[src/bus_types_pkg.sv]
`default_nettype none

package bus_types_pkg;

	// ==================================================
	// Bus widths
	// ==================================================
	localparam int ADDR_WIDTH = 32;
	localparam int DATA_WIDTH = 32;
	localparam int LED_COUNT = 10;

	typedef logic [ADDR_WIDTH-1:0] addr_t;
	typedef logic [DATA_WIDTH-1:0] data_t;

	// Address fields
	typedef logic [3:0] region_t;
	typedef logic [3:0] far_device_t;
	typedef logic [2:0] reg_index_t;

	typedef logic [LED_COUNT-1:0] leds_t;

	// ==================================================
	// Bus owner and state machines
	// ==================================================
	typedef enum logic [1:0] {
		SOURCE_NONE = 2'd0,
		SOURCE_INSTRUCTION = 2'd1,
		SOURCE_DATA = 2'd2
	} bus_source_t;

	typedef enum logic [1:0] {ACCESS_IDLE, ACCESS_ISSUE, ACCESS_WAIT} access_state_t;
	typedef enum logic [1:0] {BRIDGE_IDLE, BRIDGE_FAR, BRIDGE_RESPOND} bridge_state_t;

endpackage

`default_nettype wire

[src/bus_if.sv]
`timescale 1ns/1ps
`default_nettype none

interface bus_if;
	import bus_types_pkg::*;

	// Held by the master until ready
	logic request;
	logic rw;
	addr_t address;
	data_t wdata;

	// Rdata valid only in the ready cycle
	data_t rdata;
	logic ready;

	modport master (
		output request, rw, address, wdata,
		input rdata, ready
	);

	modport slave (
		input request, rw, address, wdata,
		output rdata, ready
	);

endinterface

`default_nettype wire

[src/bus_access.sv]
`timescale 1ns/1ps
`default_nettype none

module bus_access (
	input wire clock,
	input wire i_rst_n,

	// Instruction port, read only
	input wire i_ibus_request,
	input wire bus_types_pkg::addr_t i_ibus_address,
	output bus_types_pkg::data_t o_ibus_rdata,
	output logic o_ibus_ready,

	// Data port
	input wire i_dbus_request,
	input wire i_dbus_rw,
	input wire bus_types_pkg::addr_t i_dbus_address,
	input wire bus_types_pkg::data_t i_dbus_wdata,
	output bus_types_pkg::data_t o_dbus_rdata,
	output logic o_dbus_ready,

	bus_if.master bus,
	output bus_types_pkg::bus_source_t o_owner
);
	import bus_types_pkg::*;

	access_state_t state;
	data_t read_data;
	logic grant_data;
	logic grant_instr;

	// Data port wins a tie
	assign grant_data = (state == ACCESS_IDLE) && i_dbus_request;
	assign grant_instr = (state == ACCESS_IDLE) && i_ibus_request && !i_dbus_request;

	// Only the owner sees ready so one shared register is enough
	assign o_ibus_rdata = read_data;
	assign o_dbus_rdata = read_data;

	always_ff @(posedge clock or negedge i_rst_n) begin
		if (!i_rst_n) begin
			state <= ACCESS_IDLE;
			bus.request <= 1'b0;
			o_owner <= SOURCE_NONE;
			o_ibus_ready <= 1'b0;
			o_dbus_ready <= 1'b0;
		end else begin
			case (state)
				ACCESS_IDLE: begin
					if (grant_data) begin
						bus.request <= 1'b1;
						o_owner <= SOURCE_DATA;
						state <= ACCESS_ISSUE;
					end else if (grant_instr) begin
						bus.request <= 1'b1;
						o_owner <= SOURCE_INSTRUCTION;
						state <= ACCESS_ISSUE;
					end
				end
				ACCESS_ISSUE: begin
					if (bus.ready) begin
						bus.request <= 1'b0;
						o_ibus_ready <= (o_owner == SOURCE_INSTRUCTION);
						o_dbus_ready <= (o_owner == SOURCE_DATA);
						state <= ACCESS_WAIT;
					end
				end
				ACCESS_WAIT: begin
					// Port sees its ready here and drops or renews its request
					o_ibus_ready <= 1'b0;
					o_dbus_ready <= 1'b0;
					o_owner <= SOURCE_NONE;
					state <= ACCESS_IDLE;
				end
				default: state <= ACCESS_IDLE;
			endcase
		end
	end

	// Access fields and returned data
	always_ff @(posedge clock) begin
		if (grant_data) begin
			bus.rw <= i_dbus_rw;
			bus.address <= i_dbus_address;
			bus.wdata <= i_dbus_wdata;
		end else if (grant_instr) begin
			bus.rw <= 1'b0;
			bus.address <= i_ibus_address;
		end
		if (state == ACCESS_ISSUE && bus.ready)
			read_data <= bus.rdata;
	end

endmodule

`default_nettype wire

[src/flat_wrapper.sv]
// flat-port wrapper written by rule: the top's interface ports become plain ports
module bus_access_flat import bus_types_pkg::*;
  (clock, i_rst_n, i_ibus_request, i_ibus_address, o_ibus_rdata, o_ibus_ready, i_dbus_request, i_dbus_rw, i_dbus_address, i_dbus_wdata, o_dbus_rdata, o_dbus_ready, o_owner, bus_request, bus_rw, bus_address, bus_wdata, bus_rdata, bus_ready);
  bus_if bus_i ();
  input wire clock;
  input wire i_rst_n;
  input wire i_ibus_request;
  input wire bus_types_pkg::addr_t i_ibus_address;
  output bus_types_pkg::data_t o_ibus_rdata;
  output logic o_ibus_ready;
  input wire i_dbus_request;
  input wire i_dbus_rw;
  input wire bus_types_pkg::addr_t i_dbus_address;
  input wire bus_types_pkg::data_t i_dbus_wdata;
  output bus_types_pkg::data_t o_dbus_rdata;
  output logic o_dbus_ready;
  output bus_types_pkg::bus_source_t o_owner;
  output wire logic [$bits(bus_i.request)-1:0] bus_request;
  output wire logic [$bits(bus_i.rw)-1:0] bus_rw;
  output wire logic [$bits(bus_i.address)-1:0] bus_address;
  output wire logic [$bits(bus_i.wdata)-1:0] bus_wdata;
  input wire logic [$bits(bus_i.rdata)-1:0] bus_rdata;
  input wire logic [$bits(bus_i.ready)-1:0] bus_ready;
  assign bus_request = bus_i.request;
  assign bus_rw = bus_i.rw;
  assign bus_address = bus_i.address;
  assign bus_wdata = bus_i.wdata;
  assign bus_i.rdata = bus_rdata;
  assign bus_i.ready = bus_ready;
  bus_access u_core (.clock(clock), .i_rst_n(i_rst_n), .i_ibus_request(i_ibus_request), .i_ibus_address(i_ibus_address), .o_ibus_rdata(o_ibus_rdata), .o_ibus_ready(o_ibus_ready), .i_dbus_request(i_dbus_request), .i_dbus_rw(i_dbus_rw), .i_dbus_address(i_dbus_address), .i_dbus_wdata(i_dbus_wdata), .o_dbus_rdata(o_dbus_rdata), .o_dbus_ready(o_dbus_ready), .bus(bus_i), .o_owner(o_owner));
endmodule
[config.mk]
export PLATFORM = sky130hd
export DESIGN_NAME = bus_access_flat
export DESIGN_NICKNAME = d
export VERILOG_FILES = /design/src/bus_types_pkg.sv /design/src/bus_if.sv /design/src/bus_access.sv /design/src/flat_wrapper.sv
export SDC_FILE = /design/constraint.sdc
export NUM_CORES = 1
export LEC_CHECK = 0
export BUFFER_PORTS_ARGS = -buffer_cell sky130_fd_sc_hd__buf_2
export CORE_AREA = 2 2 104 106
export CTS_BUF_LIST = sky130_fd_sc_hd__clkbuf_2 sky130_fd_sc_hd__clkbuf_4 sky130_fd_sc_hd__clkbuf_8
export DETAILED_ROUTE_END_ITERATION = 10
export DIE_AREA = 0 0 106 108
export GPL_ROUTABILITY_DRIVEN = 0
export PLACE_DENSITY_LB_ADDON = 0.3
export SYNTH_ARGS = -nofsm -noshare
export SYNTH_HDL_FRONTEND = slang
export SYNTH_SLANG_ARGS = --single-unit
export TNS_END_PERCENT = 10
[constraint.sdc]
create_clock -name clock -period 3.85 [get_ports clock]
set_clock_uncertainty 0.2 [all_clocks]
set_input_delay 0.5775 -clock clock [delete_from_list [all_inputs] [get_ports clock]]
set_output_delay 0.5775 -clock clock [all_outputs]
set_load 0.02 [all_outputs]
==> impl_metrics.env, run 1 <==
export IMPL_status="complete, no violations"
export IMPL_relSlewSlack_pct=39.6
export IMPL_holdBufCountCts=1
export IMPL_drt_iter0_drc=57
export IMPL_synth_top_area_share_pct=74.6
export IMPL_hp_class="primary input to register"
export IMPL_cts_tree="built"
export IMPL_grt_max_degree=43
export IMPL_clk_latency_ps=360
export IMPL_gr_total_overflow=0
export IMPL_yosysMostFrequentCell="edfxtp_1"
export IMPL_fin_crit_sh_pct=56.0
export IMPL_grt_pass1_vias=2685
export IMPL_dpl_cell_area_mm2=0.00516
export IMPL_ys_top_cells_by_count="edfxtp_1 (97), buf_4 (32), mux2_2 (32)"
export IMPL_die_y_um=108
export IMPL_ys_types=21
export IMPL_wl_per_cell_um=15.9
export IMPL_wl_met1_um=3260
export IMPL_period_minus_slack_ps=2150
export IMPL_cts_htree_levels=3
export IMPL_drt_pass1_iter_count=4
export IMPL_highest_layer="met4"
export IMPL_postLayoutCellArea_mm2=0.00540
export IMPL_finalWorstSetupSlack_ps=1700
export IMPL_num_rows=37
export IMPL_netlist_area_mm2=0.00390
export IMPL_clkTransAtPathRegs_ps=100
export IMPL_n_antenna_cell=0
export IMPL_wl_met3_um=863
export IMPL_ys_flop_type="edfxtp_1"
export IMPL_dr_wl_met2_um=5130
export IMPL_fmax_mhz=464
export IMPL_area_delta_synth_final_pct=38.2
export IMPL_dp_slack_ps=1570
export IMPL_final_util_pct=52.7
export IMPL_synthArstFlopShare_pct=6.73
export IMPL_finalSetupViolCount=0
export IMPL_grt_pass1_wl_um=13500
export IMPL_viasPerCell=4.42
export IMPL_cellPowerDensity_mw_per_mm2=565
export IMPL_antenna_found_initial=0
export IMPL_drcViolationCount=0
export IMPL_io_pins=268
export IMPL_startpoint="u_core.state[0]$_DFFE_PN0P_"
export IMPL_cts_resized=0
export IMPL_root_buffer="clkbuf_8"
export IMPL_rsz0062_at_grt="no"
export IMPL_die_w_um=106
export IMPL_clock_sinks=104
export IMPL_min_from="i_dbus_wdata[1]"
export IMPL_numCtsBuffers=9
export IMPL_worstMarginPinSlew_ps=904
export IMPL_initial_utilization_pct=38.2
export IMPL_num_vias=2599
export IMPL_synth_cells=201
export IMPL_clk_path_buf_depth=2
export IMPL_hold_violations=0
export IMPL_fin_tns_setup_ps=0
export IMPL_worst_path_max_delay_cell="nor2_4"
export IMPL_criticalPathCategory="register to register"
export IMPL_ant_nets=0
export IMPL_post_cts_buffers=0
export IMPL_routed_wl_um=9340
export IMPL_die_area_mm2=0.0114
export IMPL_yosys_top_cells_area="edfxtp_1 (75%), mux2_2 (9.2%), buf_4 (6.2%), dfrtp_1 (4.5%), buf_6 (1.2%)"
export IMPL_critPathMaxStageDelay_ps=740
export IMPL_port_buffers=267
export IMPL_total_leakage_power_nw=2.37
export IMPL_coreArea_mm2=0.0102
export IMPL_total_power_mw=3.05
export IMPL_critPathRequiredTime_ps=3640
export IMPL_avgSynthCellArea_um2=19.4
export IMPL_start_kind="register"
export IMPL_maxCapViolCount=0
export IMPL_synth_edf_count=97
export IMPL_drv_slew=0
export IMPL_yosysTopAreaCell="edfxtp_1"
export IMPL_ys_warn_count=0
export IMPL_grtUsageTotal_pct=16.0
export IMPL_crit_arrival_ps=1940
export IMPL_endpoint_kind="register"
export IMPL_regToRegStartpoint="u_core.state[0]$_DFFE_PN0P_"
export IMPL_ys_ff_latch=104
export IMPL_r2r_slack_ps=1700
export IMPL_path_cells="inv_1 > nor2_4"
export IMPL_dp_hpwl_um=7290
export IMPL_synth_fp_nets=335
export IMPL_nets=581
export IMPL_vdd_drop_max_v=0.000322
export IMPL_seq_area_frac_synth_pct=79.1
export IMPL_path_max_fanout=32
export IMPL_drive_gt1_share_pct=71.0
==> per-layer routing <==
layer,up-vias,global-route usage (%)
li1,1215,-
met2,144,29.1
met5,-,0
met1,1232,17.1
met3,8,6.21
met4,0,5.36
==> worst max-delay path, delay by kind of cell (launching register included) <==
family	cells	cell delay [ps]
buffers and inverters	1	240
DFF	1	570
and+or+nand+nor	1	740
==> final timing paths <==
path	endpoint	depth (start not counted)
worst max-delay path	u_core.o_dbus_rdata[20]$_DFFE_PP_	2
worst min-delay path	u_core.bus.wdata[1]$_DFFE_PP_	1
worst max register to register	u_core.o_dbus_rdata[20]$_DFFE_PP_	2
worst min register to register	u_core.bus.request$_DFFE_PN0P_	1
max in group asynchronous	u_core.o_ibus_ready$_DFFE_PN0P_	2
min in group asynchronous	u_core.state[0]$_DFFE_PN0P_	2
==> layout by cell type (no fill, tap or decap), drive strengths merged <==
cell type / netlist / final
bufinv: 0 / 2
nor3b: 1 / 1
nor2: 6 / 6
nand2b: 1 / 1
a21oi: 3 / 3
a22oi: 1 / 1
dfrtp: 7 / 7
o21ai: 3 / 3
nor3: 2 / 2
clkinv: 0 / 1
inv: 2 / 4
clkinvlp: 0 / 1
nand3: 2 / 2
buf: 37 / 271
and2: 2 / 2
and4b: 2 / 2
dlygate4sd3: 0 / 1
mux2: 32 / 32
clkbuf: 0 / 10
a211o: 1 / 1
nand2: 1 / 1
edfxtp: 97 / 97
a211oi: 1 / 1
==> through the flow <==
step                      hold WS (ps)  cells
after floorplan                   81.9    201
after global placement             218    571
after detailed placement           219    571
after CTS                          158    588
after global routing               148    588
final                              181    588
==> flip-flops by register name, summed over array words and instances, names as in the netlist <==
register,flops
u_core.o_dbus_rdata,32
u_core.bus.rw,1
u_core.state,2
u_core.o_dbus_ready,1
u_core.bus.address,32
u_core.o_ibus_ready,1
u_core.bus.wdata,32
u_core.bus.request,1
u_core.o_owner,2
==> final cells by class <==
cell class              instances  area [µm²]
clock buffers                  10         131
clock inverters                 6        91.3
fillers                       855        4840
inverters                       2        7.51
multi-input cells              58         531
flip-flops and latches        104        3090
well taps                     136         170
repair buffers                272        1380
==> kinds of logic after synthesis <==
family / Yosys count / synth area share, %
AOI/OAI and AO/OA: 9 / 1.38
buffers and inverters: 39 / 7.63
DFF: 104 / 79.1
muxes: 32 / 9.23
and+or+nand+nor: 17 / 2.66
==> where the power goes <==
part / switching, mW / leakage [nW] / internal (mW)
Combinational: 0.486 / 1.27 / 0.267
Sequential: 0.0840 / 0.993 / 1.46
Clock: 0.370 / 0.110 / 0.378
Note: power is estimated with default switching activity, not from simulation.
==> inputs of run 2 (changes only) <==
==> constraint.sdc (replaced) <==
create_clock -name clock -period 1.7 [get_ports clock]
set_clock_uncertainty 0.2 [all_clocks]
set_input_delay 0.255 -clock clock [delete_from_list [all_inputs] [get_ports clock]]
set_output_delay 0.255 -clock clock [all_outputs]
set_load 0.02 [all_outputs]
==> run 2 against run 1 <==
The flow now stops in clock tree synthesis; area after synthesis did not move; synthesized cell count did not move.
==> impl_metrics.env, run 2 <==
export IMPL_status="aborted with a tool error"
export IMPL_lastStage="clock tree synthesis"
export IMPL_error="[ERROR RSZ-0060] Max buffer count reached."
export IMPL_synth_fp_nets=335
export IMPL_synthArstFlopShare_pct=6.73
export IMPL_synth_compound_area_share_pct=1.38
export IMPL_ys_ff_latch=104
export IMPL_num_rows=37
export IMPL_die_w_um=106
export IMPL_synth_top_family_by_area="multiplexers"
export IMPL_clock_sinks=104
export IMPL_dp_hpwl_um=7250
export IMPL_die_y_um=108
export IMPL_cts_htree_levels=3
export IMPL_muxShareOfSynthArea_pct=9.23
export IMPL_numCtsBuffers=9
export IMPL_synth_top_area_share_pct=74.6
export IMPL_dp_slack_ps=-43.1
export IMPL_synth_edf_count=97
export IMPL_initial_utilization_pct=38.2
export IMPL_yosys_top_cells_area="edfxtp_1 (75%), mux2_2 (9.2%), buf_4 (6.2%), dfrtp_1 (4.5%), buf_6 (1.2%)"
export IMPL_cts_resized=6
export IMPL_root_buffer="clkbuf_8"
export IMPL_yosys_area_share_simple_pct=2.66
export IMPL_synth_fa_ha_area_share_pct=0
export IMPL_ys_top_cells_by_count="edfxtp_1 (97), buf_4 (32), mux2_2 (32)"
export IMPL_port_buffers=267
export IMPL_yosys_area_share_xor_xnor_pct=0
export IMPL_ys_warn_count=0
export IMPL_yosysTopAreaCell="edfxtp_1"
export IMPL_ys_flop_type="edfxtp_1"
export IMPL_io_pins=268
export IMPL_netlist_area_mm2=0.00390
export IMPL_ys_types=21
export IMPL_yosysMostFrequentCell="edfxtp_1"
export IMPL_clk_path_buf_depth=2
export IMPL_post_cts_buffers=2
export IMPL_seq_area_frac_synth_pct=79.1
export IMPL_synth_cells=201
export IMPL_holdBufCountCts=120
export IMPL_avgSynthCellArea_um2=19.4
-- run 2: cells by family after synthesis --
logic type / count (synthesis)
buf+inv: 39
flops: 104
mux: 32
simple gates: 17
compound gates: 9
-- run 2: per-stage QoR --
| step | cells | area [µm²] |
|---|---|---|
| 3_5_place_dp | 577 | 5250 |
| 3_3_place_gp | 577 | 5250 |
| 2_1_floorplan | 201 | 3930 |
==> inputs of run 3 (changes only) <==
--- a/config.mk
+++ b/config.mk
@@ -6,12 +6,11 @@
 export NUM_CORES = 1
 export LEC_CHECK = 0
 export BUFFER_PORTS_ARGS = -buffer_cell sky130_fd_sc_hd__buf_2
-export CORE_AREA = 2 2 104 106
-export CTS_BUF_LIST = sky130_fd_sc_hd__clkbuf_2 sky130_fd_sc_hd__clkbuf_4 sky130_fd_sc_hd__clkbuf_8
+export CORE_AREA = 2 2 105 107
 export DETAILED_ROUTE_END_ITERATION = 10
-export DIE_AREA = 0 0 106 108
+export DIE_AREA = 0 0 107 109
 export GPL_ROUTABILITY_DRIVEN = 0
-export PLACE_DENSITY_LB_ADDON = 0.3
+export PLACE_DENSITY_LB_ADDON = 0.15
 export SYNTH_ARGS = -nofsm -noshare
 export SYNTH_HDL_FRONTEND = slang
 export SYNTH_SLANG_ARGS = --single-unit
==> constraint.sdc (replaced) <==
create_clock -name clock -period 2.2 [get_ports clock]
set_clock_uncertainty 0.2 [all_clocks]
set_input_delay 0.33 -clock clock [delete_from_list [all_inputs] [get_ports clock]]
set_output_delay 0.33 -clock clock [all_outputs]
set_load 0.02 [all_outputs]
==> run 3 against run 2 <==
The flow now finishes without violations.
==> impl_metrics.env, run 3 (synthesis results as in run 1) <==
export IMPL_wl_per_cell_um=15.6
export IMPL_total_power_mw=5.39
export IMPL_post_cts_buffers=0
export IMPL_comb_power_share_pct=27.4
export IMPL_grtUsageTotal_pct=16.8
export IMPL_gr_total_overflow=0
export IMPL_p_clk_share_pct=22.8
export IMPL_total_leakage_power_nw=2.66
export IMPL_drt_iter0_drc=86
export IMPL_rsz0062_at_grt="no"
export IMPL_fillers=853
export IMPL_fin_crit_sh_pct=87.3
export IMPL_die_y_um=109
export IMPL_rr_endpoint="u_core.bus.address[16]$_DFFE_PP_"
export IMPL_p_switching_mw=1.70
export IMPL_viasPerCell=4.31
export IMPL_nets=648
export IMPL_switching_share_pct=31.6
export IMPL_cellPowerDensity_mw_per_mm2=885
export IMPL_worstMarginPinSlew_ps=330
export IMPL_initial_utilization_pct=36.8
export IMPL_dp_hpwl_um=7470
export IMPL_p_int_mw=3.69
export IMPL_die_w_um=107
export IMPL_final_cell_mix="buf_2 (267), edfxtp_1 (97), dlygate4sd3_1 (66), mux2_2 (32), clkbuf_8 (9)"
export IMPL_maxCapViolCount=0
export IMPL_num_vias=2838
export IMPL_antenna_found_initial=0
export IMPL_n_antenna_cell=0
export IMPL_r2r_cells=3
export IMPL_grt_pass1_vias=2809
export IMPL_cts_tree="built"
export IMPL_clk_path_buf_depth=2
export IMPL_root_buffer="clkbuf_8"
export IMPL_multi_input_area_um2=537
export IMPL_grt_max_degree=44
export IMPL_relSlewSlack_pct=78.0
export IMPL_r2r_slack_ps=280
export IMPL_num_rows=38
export IMPL_ant_nets=0
export IMPL_fmax_mhz=521
export IMPL_hp_class="primary input to register"
export IMPL_critPathRequiredTime_ps=2120
export IMPL_routed_wl_um=10300
export IMPL_period_minus_slack_ps=1920
export IMPL_cts_resized=0
export IMPL_whs_path_depth=2
export IMPL_area_delta_synth_final_pct=56.1
export IMPL_p_seq_share_pct=49.7
export IMPL_hold_violations=0
export IMPL_min_from="i_dbus_rw"
export IMPL_clkTransAtPathRegs_ps=100
export IMPL_clock_sinks=104
export IMPL_finalSetupViolCount=0
export IMPL_seqCellArea_mm2=0.00309
export IMPL_start_kind="register"
export IMPL_drt_pass1_iter_count=4
export IMPL_drcViolationCount=0
export IMPL_path_max_fanout=43
export IMPL_layout_commonest_cell="buf_2"
export IMPL_port_buffers=267
export IMPL_hold_end="u_core.bus.rw$_SDFFCE_PN0P_"
export IMPL_numCtsBuffers=9
export IMPL_die_area_mm2=0.0117
export IMPL_endpoint_kind="register"
export IMPL_coreArea_mm2=0.0106
export IMPL_cts_htree_levels=3
export IMPL_drv_slew=0
export IMPL_vdd_drop_max_v=0.000544
export IMPL_drive_gt1_share_pct=62.2
export IMPL_regToRegStartpoint="u_core.state[1]$_DFFE_PN0P_"
export IMPL_grt_pass1_wl_um=14400
export IMPL_status="complete, no violations"
export IMPL_clk_latency_ps=360
export IMPL_io_pins=268
export IMPL_crit_arrival_ps=1840
export IMPL_fin_tns_setup_ps=0
export IMPL_criticalPathCategory="register to register"
==> run 3: final cells by class <==
class | count | area share, %
clock buffers | 9 | 2.03
clock inverters | 7 | 1.36
inverters | 2 | 0.123
multi-input cells | 58 | 8.81
flip-flops and latches | 104 | 50.7
well taps | 140 | 2.87
repair buffers | 339 | 34.1
==> run 3: worst max-delay path, stage by stage (launching register included) <==
cell and delay [ps]:
dfrtp_1 500, nor3b_4 320, buf_12 280, mux2_2 370
==> run 3: stage by stage <==
step,std cells,setup slack (ps),util [%],area [µm²],hold slack (ps)
after floorplan,201,22.1,-,3920,-166
after CTS,659,264,57.5,6090,26.5
after global placement,577,311,49.3,5230,-27.8
after global routing,659,207,57.5,6090,37.6
after detailed placement,577,280,49.3,5230,-27.4
final,659,280,57.5,6090,51.1
==> run 3: metal layers <==
layer	part of all wire, %	global-route usage, %	vias to the layer above	routed length [µm]
met4	1.8	6.22	0	185
met5	0	0	-	0
li1	-	-	1347	-
met3	9.8	6.87	13	1010
met2	55	31.3	152	5610
met1	34	16.8	1326	3490
==> run 3: repair_timing <==
action | CTS | global route
hold buffers | 66 | 0
hold endpoints to repair | 72 | 0
endpoints found under the setup margin | 0 | 0
==> run 3: power by group through the flow <==
stage	clock, mW	sequential, mW	combinational [mW]
3_3_place_gp	0	2.71	1.40
4_1_cts	1.28	2.68	1.50
5_1_grt	1.36	2.71	1.59
6_report	1.23	2.68	1.48
3_5_place_dp	0	2.72	1.41
2_1_floorplan	0	3.08	0.543
==> run 3: how the worst max path moves through the flow <==
stage | slack, ps | cells past startpoint | from | to
global route | 210 | 3 | u_core.state[1]$_DFFE_PN0P_ | u_core.bus.address[4]$_DFFE_PP_
floorplan | 20 | 3 | u_core.state[0]$_DFFE_PN0P_ | u_core.o_dbus_rdata[0]$_DFFE_PP_
finish | 280 | 3 | u_core.state[1]$_DFFE_PN0P_ | u_core.bus.address[16]$_DFFE_PP_
global placement | 310 | 3 | u_core.state[1]$_DFFE_PN0P_ | u_core.bus.address[23]$_DFFE_PP_
CTS | 260 | 3 | u_core.state[1]$_DFFE_PN0P_ | u_core.bus.address[19]$_DFFE_PP_
detailed placement | 280 | 3 | u_core.state[1]$_DFFE_PN0P_ | u_core.bus.address[16]$_DFFE_PP_
==> inputs of run 4 (changes only) <==
--- a/config.mk
+++ b/config.mk
@@ -5,12 +5,12 @@
 export SDC_FILE = /design/constraint.sdc
 export NUM_CORES = 1
 export LEC_CHECK = 0
-export BUFFER_PORTS_ARGS = -buffer_cell sky130_fd_sc_hd__buf_2
+export BUFFER_PORTS_ARGS = -buffer_cell sky130_fd_sc_hd__clkbuf_2
 export CORE_AREA = 2 2 105 107
 export DETAILED_ROUTE_END_ITERATION = 10
 export DIE_AREA = 0 0 107 109
 export GPL_ROUTABILITY_DRIVEN = 0
-export PLACE_DENSITY_LB_ADDON = 0.15
+export PLACE_DENSITY = 0.71
 export SYNTH_ARGS = -nofsm -noshare
 export SYNTH_HDL_FRONTEND = slang
 export SYNTH_SLANG_ARGS = --single-unit
==> run 4 against run 3 <==
Global-route usage rose by 0.50 points; register-to-register slack barely moved; first-iteration DRC count rose by 42%; routed wire length rose by 3.3%; via count rose by 2.7%; largest power group unchanged; hold slack got worse by 19 ps; non-clock buffer count rose by 1; critical path depth did not move.
==> impl_metrics.env, run 4 (synthesis results as in run 1) <==
export IMPL_layout_commonest_cell="clkbuf_2"
export IMPL_hold_violations=0
export IMPL_endpoint_kind="register"
export IMPL_cellPowerDensity_mw_per_mm2=881
export IMPL_area_delta_synth_final_pct=55.9
export IMPL_die_w_um=107
export IMPL_drt_pass1_iter_count=4
export IMPL_gr_total_overflow=0
export IMPL_rsz0062_at_grt="no"
export IMPL_ant_nets=0
export IMPL_critPathRequiredTime_ps=2130
export IMPL_n_antenna_cell=0
export IMPL_path_cells="nor3b_4 > buf_12 > mux2_2"
export IMPL_start_kind="register"
export IMPL_clkTransAtPathRegs_ps=90
export IMPL_viasPerCell=4.42
export IMPL_initial_utilization_pct=36.8
export IMPL_critPathMaxStageDelay_ps=510
export IMPL_clk_path_buf_depth=2
export IMPL_total_leakage_power_nw=2.71
export IMPL_fmax_mhz=523
export IMPL_dp_hpwl_um=7620
export IMPL_post_cts_buffers=0
export IMPL_cts_resized=0
export IMPL_num_vias=2916
export IMPL_holdBufCountCts=66
export IMPL_antenna_found_initial=0
export IMPL_coreArea_mm2=0.0106
export IMPL_regToRegStartpoint="u_core.state[1]$_DFFE_PN0P_"
export IMPL_total_power_mw=5.36
export IMPL_io_pins=268
export IMPL_drcViolationCount=0
export IMPL_worst_path_max_delay_cell="dfrtp_1"
export IMPL_drive_gt1_share_pct=62.5
export IMPL_cts_tree="built"
export IMPL_die_area_mm2=0.0117
export IMPL_root_buffer="clkbuf_8"
export IMPL_drt_iter0_drc=122
export IMPL_port_buffers=267
export IMPL_r2r_cells=3
export IMPL_fillers=826
export IMPL_path_max_fanout=34
export IMPL_wl_per_cell_um=16.1
export IMPL_clock_sinks=104
export IMPL_rr_endpoint="u_core.bus.address[10]$_DFFE_PP_"
export IMPL_maxCapViolCount=0
export IMPL_fin_crit_sh_pct=86.9
export IMPL_criticalPathCategory="register to register"
export IMPL_grt_pass1_vias=2905
export IMPL_grt_pass1_wl_um=14700
export IMPL_grt_max_degree=35
export IMPL_period_minus_slack_ps=1910
export IMPL_routed_wl_um=10600
export IMPL_die_y_um=109
export IMPL_num_rows=38
export IMPL_fin_tns_setup_ps=0
export IMPL_final_cell_mix="clkbuf_2 (267), edfxtp_1 (97), dlygate4sd3_1 (66), mux2_2 (32), clkbuf_8 (9)"
export IMPL_min_from="i_dbus_rw"
export IMPL_grtUsageTotal_pct=17.3
export IMPL_r2r_slack_ps=290
export IMPL_clk_latency_ps=370
export IMPL_numCtsBuffers=9
export IMPL_nets=649
export IMPL_worstMarginPinSlew_ps=356
export IMPL_relSlewSlack_pct=76.3
export IMPL_final_util_pct=57.4
export IMPL_cts_htree_levels=3
export IMPL_crit_arrival_ps=1840
export IMPL_whs_path_depth=2
export IMPL_vdd_drop_max_v=0.000537
export IMPL_status="complete, no violations"
export IMPL_finalSetupViolCount=0
export IMPL_hp_class="primary input to register"
export IMPL_hold_end="u_core.bus.rw$_SDFFCE_PN0P_"
export IMPL_drv_slew=0
-- run 4: cell types whose count changed in the layout (fill, tap and decap cells not counted), moves of 2 or more --
cell,delta
clkinv_2,+2
clkbuf_2,+267
buf_2,-267
inv_6,-2
inv_8,-2
clkinvlp_4,+3
-- run 4: layer usage --
| layer | vias to the layer above | global-route usage, % | part of all wire [%] |
|---|---|---|---|
| met5 | - | 0 | 0 |
| met4 | 0 | 8.44 | 2.0 |
| met3 | 20 | 6.40 | 9.9 |
| met2 | 169 | 31.4 | 54 |
| met1 | 1380 | 17.7 | 34 |
| li1 | 1347 | - | - |
-- run 4: per-stage QoR --
step           cells  area, µm²  hold WS [ps]  worst slack [ps]
5_1_grt          660       6080          20.0               199
3_5_place_dp     578       5230         -22.2               286
3_3_place_gp     578       5230         -25.3               356
4_1_cts          660       6080          3.74               275
2_1_floorplan    201       3920          -166              22.1
6_report         660       6080          32.1               287
-- run 4: worst max-delay path by stage --
stage / slack, ps / end / depth (start not counted) / from
detailed placement: 290 / u_core.bus.address[22]$_DFFE_PP_ / 3 / u_core.state[1]$_DFFE_PN0P_
global route: 200 / u_core.bus.address[13]$_DFFE_PP_ / 3 / u_core.state[1]$_DFFE_PN0P_
floorplan: 20 / u_core.o_dbus_rdata[0]$_DFFE_PP_ / 3 / u_core.state[0]$_DFFE_PN0P_
global placement: 360 / u_core.bus.address[17]$_DFFE_PP_ / 3 / u_core.state[1]$_DFFE_PN0P_
finish: 290 / u_core.bus.address[10]$_DFFE_PP_ / 3 / u_core.state[1]$_DFFE_PN0P_
CTS: 280 / u_core.bus.address[22]$_DFFE_PP_ / 3 / u_core.state[1]$_DFFE_PN0P_
-- run 4: where the power goes --
| part | internal, mW | total, mW | leakage [nW] | switching [mW] |
|---|---|---|---|---|
| logic | 0.578 | 1.48 | 1.62 | 0.902 |
| clock network | 0.525 | 1.17 | 0.0916 | 0.646 |
| registers | 2.56 | 2.71 | 0.993 | 0.150 |
| total | 3.66 | 5.36 | 2.71 | 1.70 |
-- run 4: area by class of cell --
cell class | instances | area [µm²] | share of cell area (%)
sequential | 104 | 3090 | 50.8
timing repair buffer | 340 | 2090 | 34.3
clock inverter | 7 | 71.3 | 1.17
tap | 140 | 175 | 2.88
clock buffer | 9 | 124 | 2.04
multi-input combinational | 58 | 532 | 8.74
inverter | 2 | 7.51 | 0.123
-- run 4: critical path: cells and delay by family, from the launching register on --
kind / cells / cell delay [ps]
flops: 1 / 510
mux: 1 / 360
simple gates: 1 / 330
buf+inv: 1 / 240
